--- src/hw/resp_config.svh ---
`ifndef RESP_CONFIG_SVH
`define RESP_CONFIG_SVH

// number of disassembler lanes behind the arbiter, at least 2
`define NUM_LANES 3
// width of one response word from the core
`define RESP_BITS 32
// width of one SPI chunk, RESP_BITS has to be a multiple of this
`define SPI_BITS 8
// lane number width, ceiling log2 of the lane count
`define LANE_BITS ($clog2(`NUM_LANES))
// chunks needed to carry one response word
`define CHUNKS (`RESP_BITS / `SPI_BITS)

`endif

--- src/hw/frame_pkg.sv ---
`include "resp_config.svh"

package frame_pkg;

  // a full response word as it arrives from the core side
  typedef logic [`RESP_BITS-1:0] resp_t;

  // lane number that travels with a response and tags each chunk
  typedef logic [`LANE_BITS-1:0] lane_id_t;

  // one slice of a response as the SPI side sees it
  typedef logic [`SPI_BITS-1:0] chunk_t;

  // tagged output frame with the lane id in the upper bits
  localparam int FRAME_BITS = `LANE_BITS + `SPI_BITS;

  // the host splits this back into lane id and chunk
  typedef logic [FRAME_BITS-1:0] frame_t;

endpackage

--- src/hw/lane_pkg.sv ---
`include "resp_config.svh"

package lane_pkg;

  // two states are enough since a lane only ever holds one response
  typedef enum logic {
    DIS_IDLE = 1'b0,
    DIS_SEND = 1'b1
  } dis_state_t;

  // keep at least one counter bit even for a single-chunk response
  localparam int CNT_BITS = (`CHUNKS > 1) ? $clog2(`CHUNKS) : 1;

  // index of the chunk currently on the lane output
  typedef logic [CNT_BITS-1:0] chunk_cnt_t;

endpackage

--- src/hw/grant_arbiter.sv ---
`timescale 1ns/10ps
`include "resp_config.svh"

module grant_arbiter (
  input  logic             clk,
  input  logic             reset,
  input  logic             chunk_val [`NUM_LANES],
  output logic             chunk_rdy [`NUM_LANES],
  input  frame_pkg::chunk_t chunk_msg [`NUM_LANES],
  output logic             out_val,
  input  logic             out_rdy,
  output frame_pkg::frame_t out_msg
);

  // lane that owns the output in this cycle
  frame_pkg::lane_id_t grant;
  // grant from the previous cycle, kept so a response is never split
  frame_pkg::lane_id_t last_grant;
  // lowest lane with a chunk waiting
  frame_pkg::lane_id_t enc_lane;

  // priority encoder that favours lane 0
  // scanning downwards leaves the lowest valid lane as the result
  always_comb begin
    enc_lane = '0;
    for (int i = `NUM_LANES - 1; i >= 0; i--) begin
      if (chunk_val[i]) begin
        enc_lane = frame_pkg::lane_id_t'(i);
      end
    end
  end

  // the previous owner keeps the output while its valid is still up
  // a disassembler drops valid between responses, which releases it
  always_comb begin
    if (chunk_val[last_grant]) begin
      grant = last_grant;
    end else begin
      grant = enc_lane;
    end
  end

  // only the granted lane sees ready, and only when the host can take data
  always_comb begin
    for (int i = 0; i < `NUM_LANES; i++) begin
      if (grant == frame_pkg::lane_id_t'(i)) begin
        chunk_rdy[i] = out_rdy;
      end else begin
        chunk_rdy[i] = 1'b0;
      end
    end
  end

  // out_val carries the ready as well, so it never rises while out_rdy is low
  assign out_val = chunk_val[grant] && chunk_rdy[grant];

  // the lane id goes on top so the host can tell responses apart
  assign out_msg = {grant, chunk_msg[grant]};

  always_ff @(posedge clk) begin
    if (reset) begin
      last_grant <= '0;
    end else begin
      last_grant <= grant;
    end
  end

endmodule

--- src/hw/packet_disassembler.sv ---
`timescale 1ns/10ps
`include "resp_config.svh"

module packet_disassembler (
  input  logic             clk,
  input  logic             reset,
  input  logic             resp_val,
  output logic             resp_rdy,
  input  frame_pkg::resp_t  resp_msg,
  output logic             chunk_val,
  input  logic             chunk_rdy,
  output frame_pkg::chunk_t chunk_msg
);

  lane_pkg::dis_state_t state;
  lane_pkg::chunk_cnt_t cnt;
  frame_pkg::resp_t     resp_buf;
  logic                 chunk_go;
  logic                 last_chunk;

  // a new response is only taken once the previous one has fully left
  assign resp_rdy  = (state == lane_pkg::DIS_IDLE);
  assign chunk_val = (state == lane_pkg::DIS_SEND);
  assign chunk_go  = chunk_val && chunk_rdy;

  assign last_chunk = (cnt == lane_pkg::chunk_cnt_t'(`CHUNKS - 1));

  // count zero picks the most significant slice of the word
  assign chunk_msg = resp_buf[(`CHUNKS - 1 - cnt) * `SPI_BITS +: `SPI_BITS];

  // going back to idle after the last chunk drops chunk_val for a cycle
  // and that gap is what lets the arbiter hand the grant to another lane
  always_ff @(posedge clk) begin
    if (reset) begin
      state <= lane_pkg::DIS_IDLE;
      cnt   <= '0;
    end else begin
      case (state)
        lane_pkg::DIS_IDLE: begin
          if (resp_val) begin
            state <= lane_pkg::DIS_SEND;
            cnt   <= '0;
          end
        end
        lane_pkg::DIS_SEND: begin
          if (chunk_go) begin
            if (last_chunk) begin
              state <= lane_pkg::DIS_IDLE;
            end else begin
              cnt <= cnt + 1'b1;
            end
          end
        end
        default: begin
          state <= lane_pkg::DIS_IDLE;
        end
      endcase
    end
  end

  // the word is held unchanged while its chunks are sent
  always_ff @(posedge clk) begin
    if (resp_val && resp_rdy) begin
      resp_buf <= resp_msg;
    end
  end

endmodule

--- src/hw/resp_dispatch.sv ---
`timescale 1ns/10ps
`include "resp_config.svh"

module resp_dispatch (
  input  logic               clk,
  input  logic               reset,
  input  logic               in_val,
  output logic               in_rdy,
  input  frame_pkg::lane_id_t in_lane,
  input  frame_pkg::resp_t    in_msg,
  output logic               lane_val [`NUM_LANES],
  input  logic               lane_rdy [`NUM_LANES],
  output frame_pkg::resp_t    resp_msg,
  output logic               bad_lane
);

  logic               buf_val;
  frame_pkg::lane_id_t buf_lane;
  frame_pkg::resp_t    buf_msg;
  logic               lane_take;
  logic               buf_done;

  // one-hot decode of the buffered lane, all zero for a lane that does not exist
  always_comb begin
    lane_take = 1'b0;
    for (int i = 0; i < `NUM_LANES; i++) begin
      lane_val[i] = buf_val && (buf_lane == frame_pkg::lane_id_t'(i));
      lane_take   = lane_take | (lane_val[i] & lane_rdy[i]);
    end
  end

  // a response for a missing lane sits in the buffer for exactly one cycle
  assign bad_lane = buf_val && (buf_lane >= `NUM_LANES);
  assign buf_done = lane_take || bad_lane;

  // the buffer can refill in the same cycle it drains
  assign in_rdy   = !buf_val || buf_done;
  assign resp_msg = buf_msg;

  always_ff @(posedge clk) begin
    if (reset) begin
      buf_val <= 1'b0;
    end else if (in_val && in_rdy) begin
      buf_val <= 1'b1;
    end else if (buf_done) begin
      buf_val <= 1'b0;
    end
  end

  // lane and word only mean something while buf_val is set
  always_ff @(posedge clk) begin
    if (in_val && in_rdy) begin
      buf_lane <= in_lane;
      buf_msg  <= in_msg;
    end
  end

endmodule

--- src/hw/spi_resp_top.sv ---
`timescale 1ns/10ps
`include "resp_config.svh"

module spi_resp_top (
  input  logic               clk,
  input  logic               reset,
  input  logic               in_val,
  output logic               in_rdy,
  input  frame_pkg::lane_id_t in_lane,
  input  frame_pkg::resp_t    in_msg,
  output logic               out_val,
  input  logic               out_rdy,
  output frame_pkg::frame_t   out_msg,
  output logic               bad_lane
);

  // dispatcher to lanes
  logic             lane_val [`NUM_LANES];
  logic             lane_rdy [`NUM_LANES];
  frame_pkg::resp_t  resp_msg;

  // lanes to arbiter
  logic             chunk_val [`NUM_LANES];
  logic             chunk_rdy [`NUM_LANES];
  frame_pkg::chunk_t chunk_msg [`NUM_LANES];

  resp_dispatch u_dispatch (
    .clk      (clk),
    .reset    (reset),
    .in_val   (in_val),
    .in_rdy   (in_rdy),
    .in_lane  (in_lane),
    .in_msg   (in_msg),
    .lane_val (lane_val),
    .lane_rdy (lane_rdy),
    .resp_msg (resp_msg),
    .bad_lane (bad_lane)
  );

  // every lane sees the shared response word, only its own valid bit selects it
  for (genvar i = 0; i < `NUM_LANES; i++) begin : g_lane
    packet_disassembler u_dis (
      .clk       (clk),
      .reset     (reset),
      .resp_val  (lane_val[i]),
      .resp_rdy  (lane_rdy[i]),
      .resp_msg  (resp_msg),
      .chunk_val (chunk_val[i]),
      .chunk_rdy (chunk_rdy[i]),
      .chunk_msg (chunk_msg[i])
    );
  end

  grant_arbiter u_arbiter (
    .clk       (clk),
    .reset     (reset),
    .chunk_val (chunk_val),
    .chunk_rdy (chunk_rdy),
    .chunk_msg (chunk_msg),
    .out_val   (out_val),
    .out_rdy   (out_rdy),
    .out_msg   (out_msg)
  );

endmodule

--- config.mk ---
export PLATFORM = sky130hd
export DESIGN_NAME = spi_resp_top
export DESIGN_NICKNAME = d
export VERILOG_FILES = /design/src/hw/frame_pkg.sv /design/src/hw/lane_pkg.sv /design/src/hw/grant_arbiter.sv /design/src/hw/packet_disassembler.sv /design/src/hw/resp_dispatch.sv /design/src/hw/spi_resp_top.sv
export VERILOG_INCLUDE_DIRS = /design/src /design/src/hw
export SDC_FILE = /design/constraint.sdc
export NUM_CORES = 1
export LEC_CHECK = 0
export BUFFER_PORTS_ARGS = -buffer_cell sky130_fd_sc_hd__buf_4
export CAP_MARGIN = 20
export CORE_ASPECT_RATIO = 1.2
export CORE_MARGIN = 2
export CORE_UTILIZATION = 55
export CTS_BUF_LIST = sky130_fd_sc_hd__clkbuf_8
export DETAILED_ROUTE_END_ITERATION = 16
export GPL_ROUTABILITY_DRIVEN = 0
export HOLD_SLACK_MARGIN = 0.08
export PLACE_DENSITY = 0.75
export SKIP_LAST_GASP = 1
export SYNTH_ARGS = -nofsm -noshare
export SYNTH_HDL_FRONTEND = slang
export SYNTH_SLANG_ARGS = --single-unit
--- constraint.sdc ---
create_clock -name clk -period 13.1 [get_ports clk]
set_input_delay 1.31 -clock clk [delete_from_list [all_inputs] [get_ports clk]]
set_output_delay 1.31 -clock clk [all_outputs]
set_load 0.02 [all_outputs]
# Word-level counts from Yosys, hierarchy flattened
# Index checks and enable logic that the tools add are counted.
# W data, S select, Z words.
# classes
add_sub_neg,6
magnitude_cmp,3
n_eq_ne,16
shifts,3
mux,45
bitwise,10
n_reduce_logical,21
# op_table
operator,count
$shiftx A32 B33 Y8,3
$mux W2,13
$mux W1,20
$bmux W8 S2,1
$mux W8,2
$logic_and A1 B1 Y1,12
$ne A2 B2 Y1 const B,6
$pmux W2 S2,3
$eq A2 B2 Y1 const B,5
$reduce_and A3 Y1,3
$sub A2 B2 Y3 const A,3
$add A2 B1 Y2 const B,3
$bmux W1 S2,3
$ge A3 B3 Y1 const B,2
$ne A2 B1 Y1 const B,3
$not A2 Y3,2
$pmux W1 S2,3
$eq A2 B1 Y1 const B,2
$logic_not A2 Y1,2
$and A1 B1 Y1,3
$not A1 Y1,3
$ge A2 B2 Y1 const B,1
$logic_or A1 B1 Y1,2
$or A1 B1 Y1,2
other kinds (2),2
# totals
regBits,142
inputBits,38
out_inout_bits,13
elab_cells,117

# Logic depth before layout (Yosys ltp)
# depth
depth_word,11
mapped_depth,6
depth_no_buf,5

# Modules after synthesis
# From an unflattened synthesis, not the netlist that was laid out.
# unflattened
cells_unflattened,288
area_unflattened_um2,5577.8
# modules_own_cells
module,instances,cells_per_inst,area_per_inst_um2,seq_area_each_um2
packet_disassembler,3,61,1318.8,1021.0
resp_dispatch,1,48,1132.3,1041.0
grant_arbiter,1,57,489.2,40.0

# Worst setup path before layout
# Ideal clock, no wire load.
# synth_path
path_kind,register to register
from,register u_dispatch.buf_lane[1]
to,register g_lane[1].u_dis.cnt[1]
setup_time_ns,0.122
t_arrival_ns,4.504
required_time_ns,12.978
path_slack_ns,8.473
path_stages_with_launch,4
n_path_buf,0
synth_period_minus_slack_ns,4.627
path_cell_list,edfxtp_1 > nor4b_1 > or3b_2 > mux2i_1
# synth_via
elab_chain_cells,4
# synth_lines
item,line,text
from (decl),resp_dispatch.sv:18,frame_pkg::lane_id_t buf_lane;
from (signal assigned),resp_dispatch.sv:53,buf_lane <= in_lane;
$eq A2 B1 Y1,resp_dispatch.sv:27,lane_val[i] = buf_val && (buf_lane == frame_pkg::lane_id_t'(i));
$logic_and A1 B1 Y1,resp_dispatch.sv:27,
$ne A2 B1 Y1 (no source line),n/a,
$reduce_and A3 Y1 (no source line),n/a,
to (signal assigned),packet_disassembler.sv:50,cnt <= cnt + 1'b1;
to (decl),packet_disassembler.sv:16,lane_pkg::chunk_cnt_t cnt;
# Every way passes these cells.
# A chain may end at the register's enable or synchronous reset.

# Worst setup path in the final report
# layout_path
from,register g_lane[0].u_dis.state
to,output out_msg[1]
# layout_via
elab_chain_cells,8
elab_cells_between_ends,9
classes_between,mux (8); bitwise (1)
# layout_lines
item,line,text
from (decl),packet_disassembler.sv:15,lane_pkg::dis_state_t state;
from (signal assigned),packet_disassembler.sv:35,state <= lane_pkg::DIS_IDLE;
from (signal assigned),packet_disassembler.sv:41,state <= lane_pkg::DIS_SEND;
from (signal assigned),packet_disassembler.sv:48,state <= lane_pkg::DIS_IDLE;
$bmux W1 S2,grant_arbiter.sv:36,if (chunk_val[last_grant]) begin
$mux W1 (not written as such) (2 in series),grant_arbiter.sv:36,
$mux W2 (*),grant_arbiter.sv:36,
$not A2 Y3 (not written as such) (*),grant_arbiter.sv:58,"assign out_msg = {grant, chunk_msg[grant]};"
$bmux W8 S2 (*),grant_arbiter.sv:58,
$mux W8 (not written as such) (*) (2 in series),grant_arbiter.sv:58,
to (decl),spi_resp_top.sv:13,"output frame_pkg::frame_t out_msg,"
# Every way passes the cells marked *; elsewhere a longest branch is shown, timed or not. The select of a mux whose other input is x is not followed.

==> results.json <==
{
  "rsz0062_at_grt": "false",
  "grt_pass1_wl_um": 14500,
  "start_util_pct": 56.6,
  "ff_latch_area_um2": 4140,
  "dr.pass1.iters": 4,
  "dieArea_um2": 10600,
  "htreeDepth": 4,
  "final-setup-viol-count": 0,
  "finalPower_uw": 893,
  "vias": 2698,
  "wl_per_cell_um": 20.2,
  "n_antenna_cell": 0,
  "power_leakage_nw": 2.10,
  "max-vdd-ir-drop_uv": 143,
  "synthesis.nets": 313,
  "grt_max_degree": 36,
  "worst_r2r_endpoint": "g_lane[2].u_dis.cnt[1]",
  "clock-sinks": 142,
  "crit_type": "flip-flop to primary output",
  "drive_gt1_share_pct": 33.2,
  "path_cells": "nor2_1, o21ai_2, nor2_1, a31oi_1, buf_4",
  "yosysWarnings": 0,
  "cts_hold_buffers": 0,
  "slew_viol_final": 0,
  "via_per_inst": 5.75,
  "hold_depth": 0,
  "row_count": 39,
  "synthFlopType": "edfxtp_1",
  "cp_max_fo": 18,
  "clk_path_buf_depth": 2,
  "die_height_um": 112,
  "crit_path_frequent_cell": "nor2_1",
  "yosysUniqueCellTypes": 42,
  "yosys.area.top_type": "edfxtp_1",
  "syn_inst": 272,
  "worstMarginPinSlew_ns": 0.973,
  "antenna_found_initial": 0,
  "r2r_slack_ns": 11.14,
  "critPathSlowestCell": "o21ai_2",
  "netlist_top_cells_count": "edfxtp_1 (130), mux4_2 (24), nor2_1 (17)",
  "synth-edff-count": 130,
  "fin_crit_sh_pct": 28.0,
  "clk_latency_ns": 0.44,
  "synthTopCellsByArea": "edfxtp_1 (72%), mux4_2 (10%), dfxtp_1 (4.5%)",
  "clk_pin_slew_worst_paths_ns": 0.08,
  "nNetsFinal": 374,
  "async_flop_share_pct": 0,
  "drt-total-wl_um": 9470,
  "power_density_nw_per_um2": 143,
  "worstHoldPathType": "flip-flop to flip-flop",
  "max_freq_mhz": 272,
  "io_pins": 51,
  "max_slew_margin_pct": 35.1,
  "multiInputGateArea_um2": 1160,
  "finClkSkew_ns": 0.0145,
  "hold_viol_final": 0,
  "grt_overflow": 0,
  "core-area_um2": 9520,
  "cts_tree": "done",
  "numCtsBuffers": 17,
  "min_from": "u_dispatch.resp_msg[9]",
  "min_to": "g_lane[1].u_dis.resp_buf[9]",
  "cap_violations": 0,
  "hpwl_um": 5610,
  "synth.top_cell.area_share_pct": 72.4,
  "area_growth_pct": 16.2,
  "postRouteAntennaNets": 0,
  "portBuffers": 50,
  "crit_arrival_ns": 2.36,
  "placed_cells": 437,
  "fp.dieW_um": 94.4,
  "rr_startpoint": "u_dispatch.buf_lane[0]",
  "yosysMostFrequentCell": "edfxtp_1",
  "post_cts_buffers": 0,
  "fillCellCount": 628,
  "cts-root-buf": "clkbuf_8",
  "setup_tns_ns": 0,
  "ys_seq_area_share_pct": 76.9,
  "syn-cell-area_um2": 5390,
  "drt_iter0_markers": 151,
  "final_cells": 469,
  "finalCriticalPeriod_ns": 3.67,
  "drc_errors": 0,
  "grtUsageTotal_pct": 19.5,
  "grt_pass1_vias": 2797,
  "syn_avg_cell_area_um2": 19.8,
  "ys_ff_latch": 142,
  "whs_ns": 0.476,
  "crit_path_end_kind": "primary output",
  "critPathLaunchType": "flip-flop",
  "worst-r2r-cell-count": 4,
  "post_cts_resized": 0,
  "slowest_delay_ns": 0.72,
  "status": "finished clean",
  "cp.required_ns": 11.79
}
## critical path: cells and delay by family, from the launching register on
family / cells / cell delay [ns]
DFF: 1 / 0.52
buffers and inverters: 1 / 0.18
and+or+nand+nor: 2 / 0.26
AOI/OAI and AO/OA: 2 / 0.95
## layer usage
layer / part of all wire [%] / GRT usage [%] / up-vias
met5: 0 / 0 / -
met3: 5.8 / 5.57 / 20
li1: - / - / 1232
met1: 38 / 22.7 / 1351
met2: 54 / 32.5 / 95
met4: 2.2 / 10.9 / 0
## logic make-up (layout without fill, tap and decap cells)
logic type / count (synthesis) / in the layout / share of synthesized area [%]
DFF: 142 / 142 / 76.9
and+or+nand+nor: 49 / 49 / 5.27
AOI/OAI and AO/OA: 33 / 33 / 4.27
muxes: 29 / 29 / 11.1
buffers and inverters: 16 / 90 / 1.81
adders and majority gates: 3 / 3 / 0.697
## power by group
group | switching (mW) | internal, mW | total (mW)
logic | 0.0181 | 0.0179 | 0.0360
registers | 0.00941 | 0.510 | 0.520
clock network | 0.153 | 0.184 | 0.337
total | 0.181 | 0.712 | 0.893
## state kept, by name (all words and copies together) (netlist names)
register / count
g_lane.u_dis.resp_buf: 96
g_lane.u_dis.chunk_val: 3
u_dispatch.resp_msg: 32
u_dispatch.buf_lane: 2
u_arbiter.last_grant: 2
g_lane.u_dis.cnt: 6
u_dispatch.buf_val: 1
## layout make-up
class	count	share of cell area (%)
clock inverter	15	2.48
inverter	5	0.300
sequential	142	66.2
tap	123	2.46
timing repair buffer	53	6.35
clock buffer	17	3.74
multi-input combinational	114	18.5
## per-stage QoR
| stage | instance area, um^2 | setup slack (ns) | util, % |
|---|---|---|---|
| 2_1_floorplan | 5390 | 8.47 | - |
| 3_3_place_gp | 5870 | 9.92 | 61.7 |
| 3_5_place_dp | 5870 | 9.89 | 61.7 |
| 4_1_cts | 6260 | 9.40 | 65.8 |
| 5_1_grt | 6260 | 9.24 | 65.8 |
| 6_report | 6260 | 9.43 | 65.8 |
## how the worst max path moves through the flow
stage                                          from                      to  cells past startpoint
after floorplan              u_dispatch.buf_lane[1]  g_lane[1].u_dis.cnt[1]                      3
final                     g_lane[0].u_dis.chunk_val              out_msg[1]                      5
after global routing      g_lane[0].u_dis.chunk_val              out_msg[1]                      5
after CTS                 g_lane[0].u_dis.chunk_val              out_msg[4]                      5
after detailed placement  g_lane[0].u_dis.chunk_val              out_msg[4]                      5
after global placement    g_lane[0].u_dis.chunk_val              out_msg[6]                      5
## placed cells by master (no fill, tap or decap), types with 2 or more instances in the layout
cell        netlist  layout
clkbuf_8          2      17
mux4_2           24      24
clkinv_1          0       3
a211oi_1          2       2
bufinv_16         0       3
and2_1            2       2
mux2i_1           4       4
nand3b_1          2       2
o2111ai_1         2       2
ha_1              3       3
clkinv_2          0       2
dfxtp_1          12      12
a21oi_1           4       4
o21ai_2           2       2
nor4b_2           0       2
nor2_1           17      17
nand3_1           8       8
edfxtp_1        130     130
inv_1             5       8
o21ai_0           9       9
nand2b_1          2       2
clkinvlp_4        0       2
a31oi_1          10      10
buf_4             0      53
nand2_1           4       4
(Power assumes the default switching activity.)
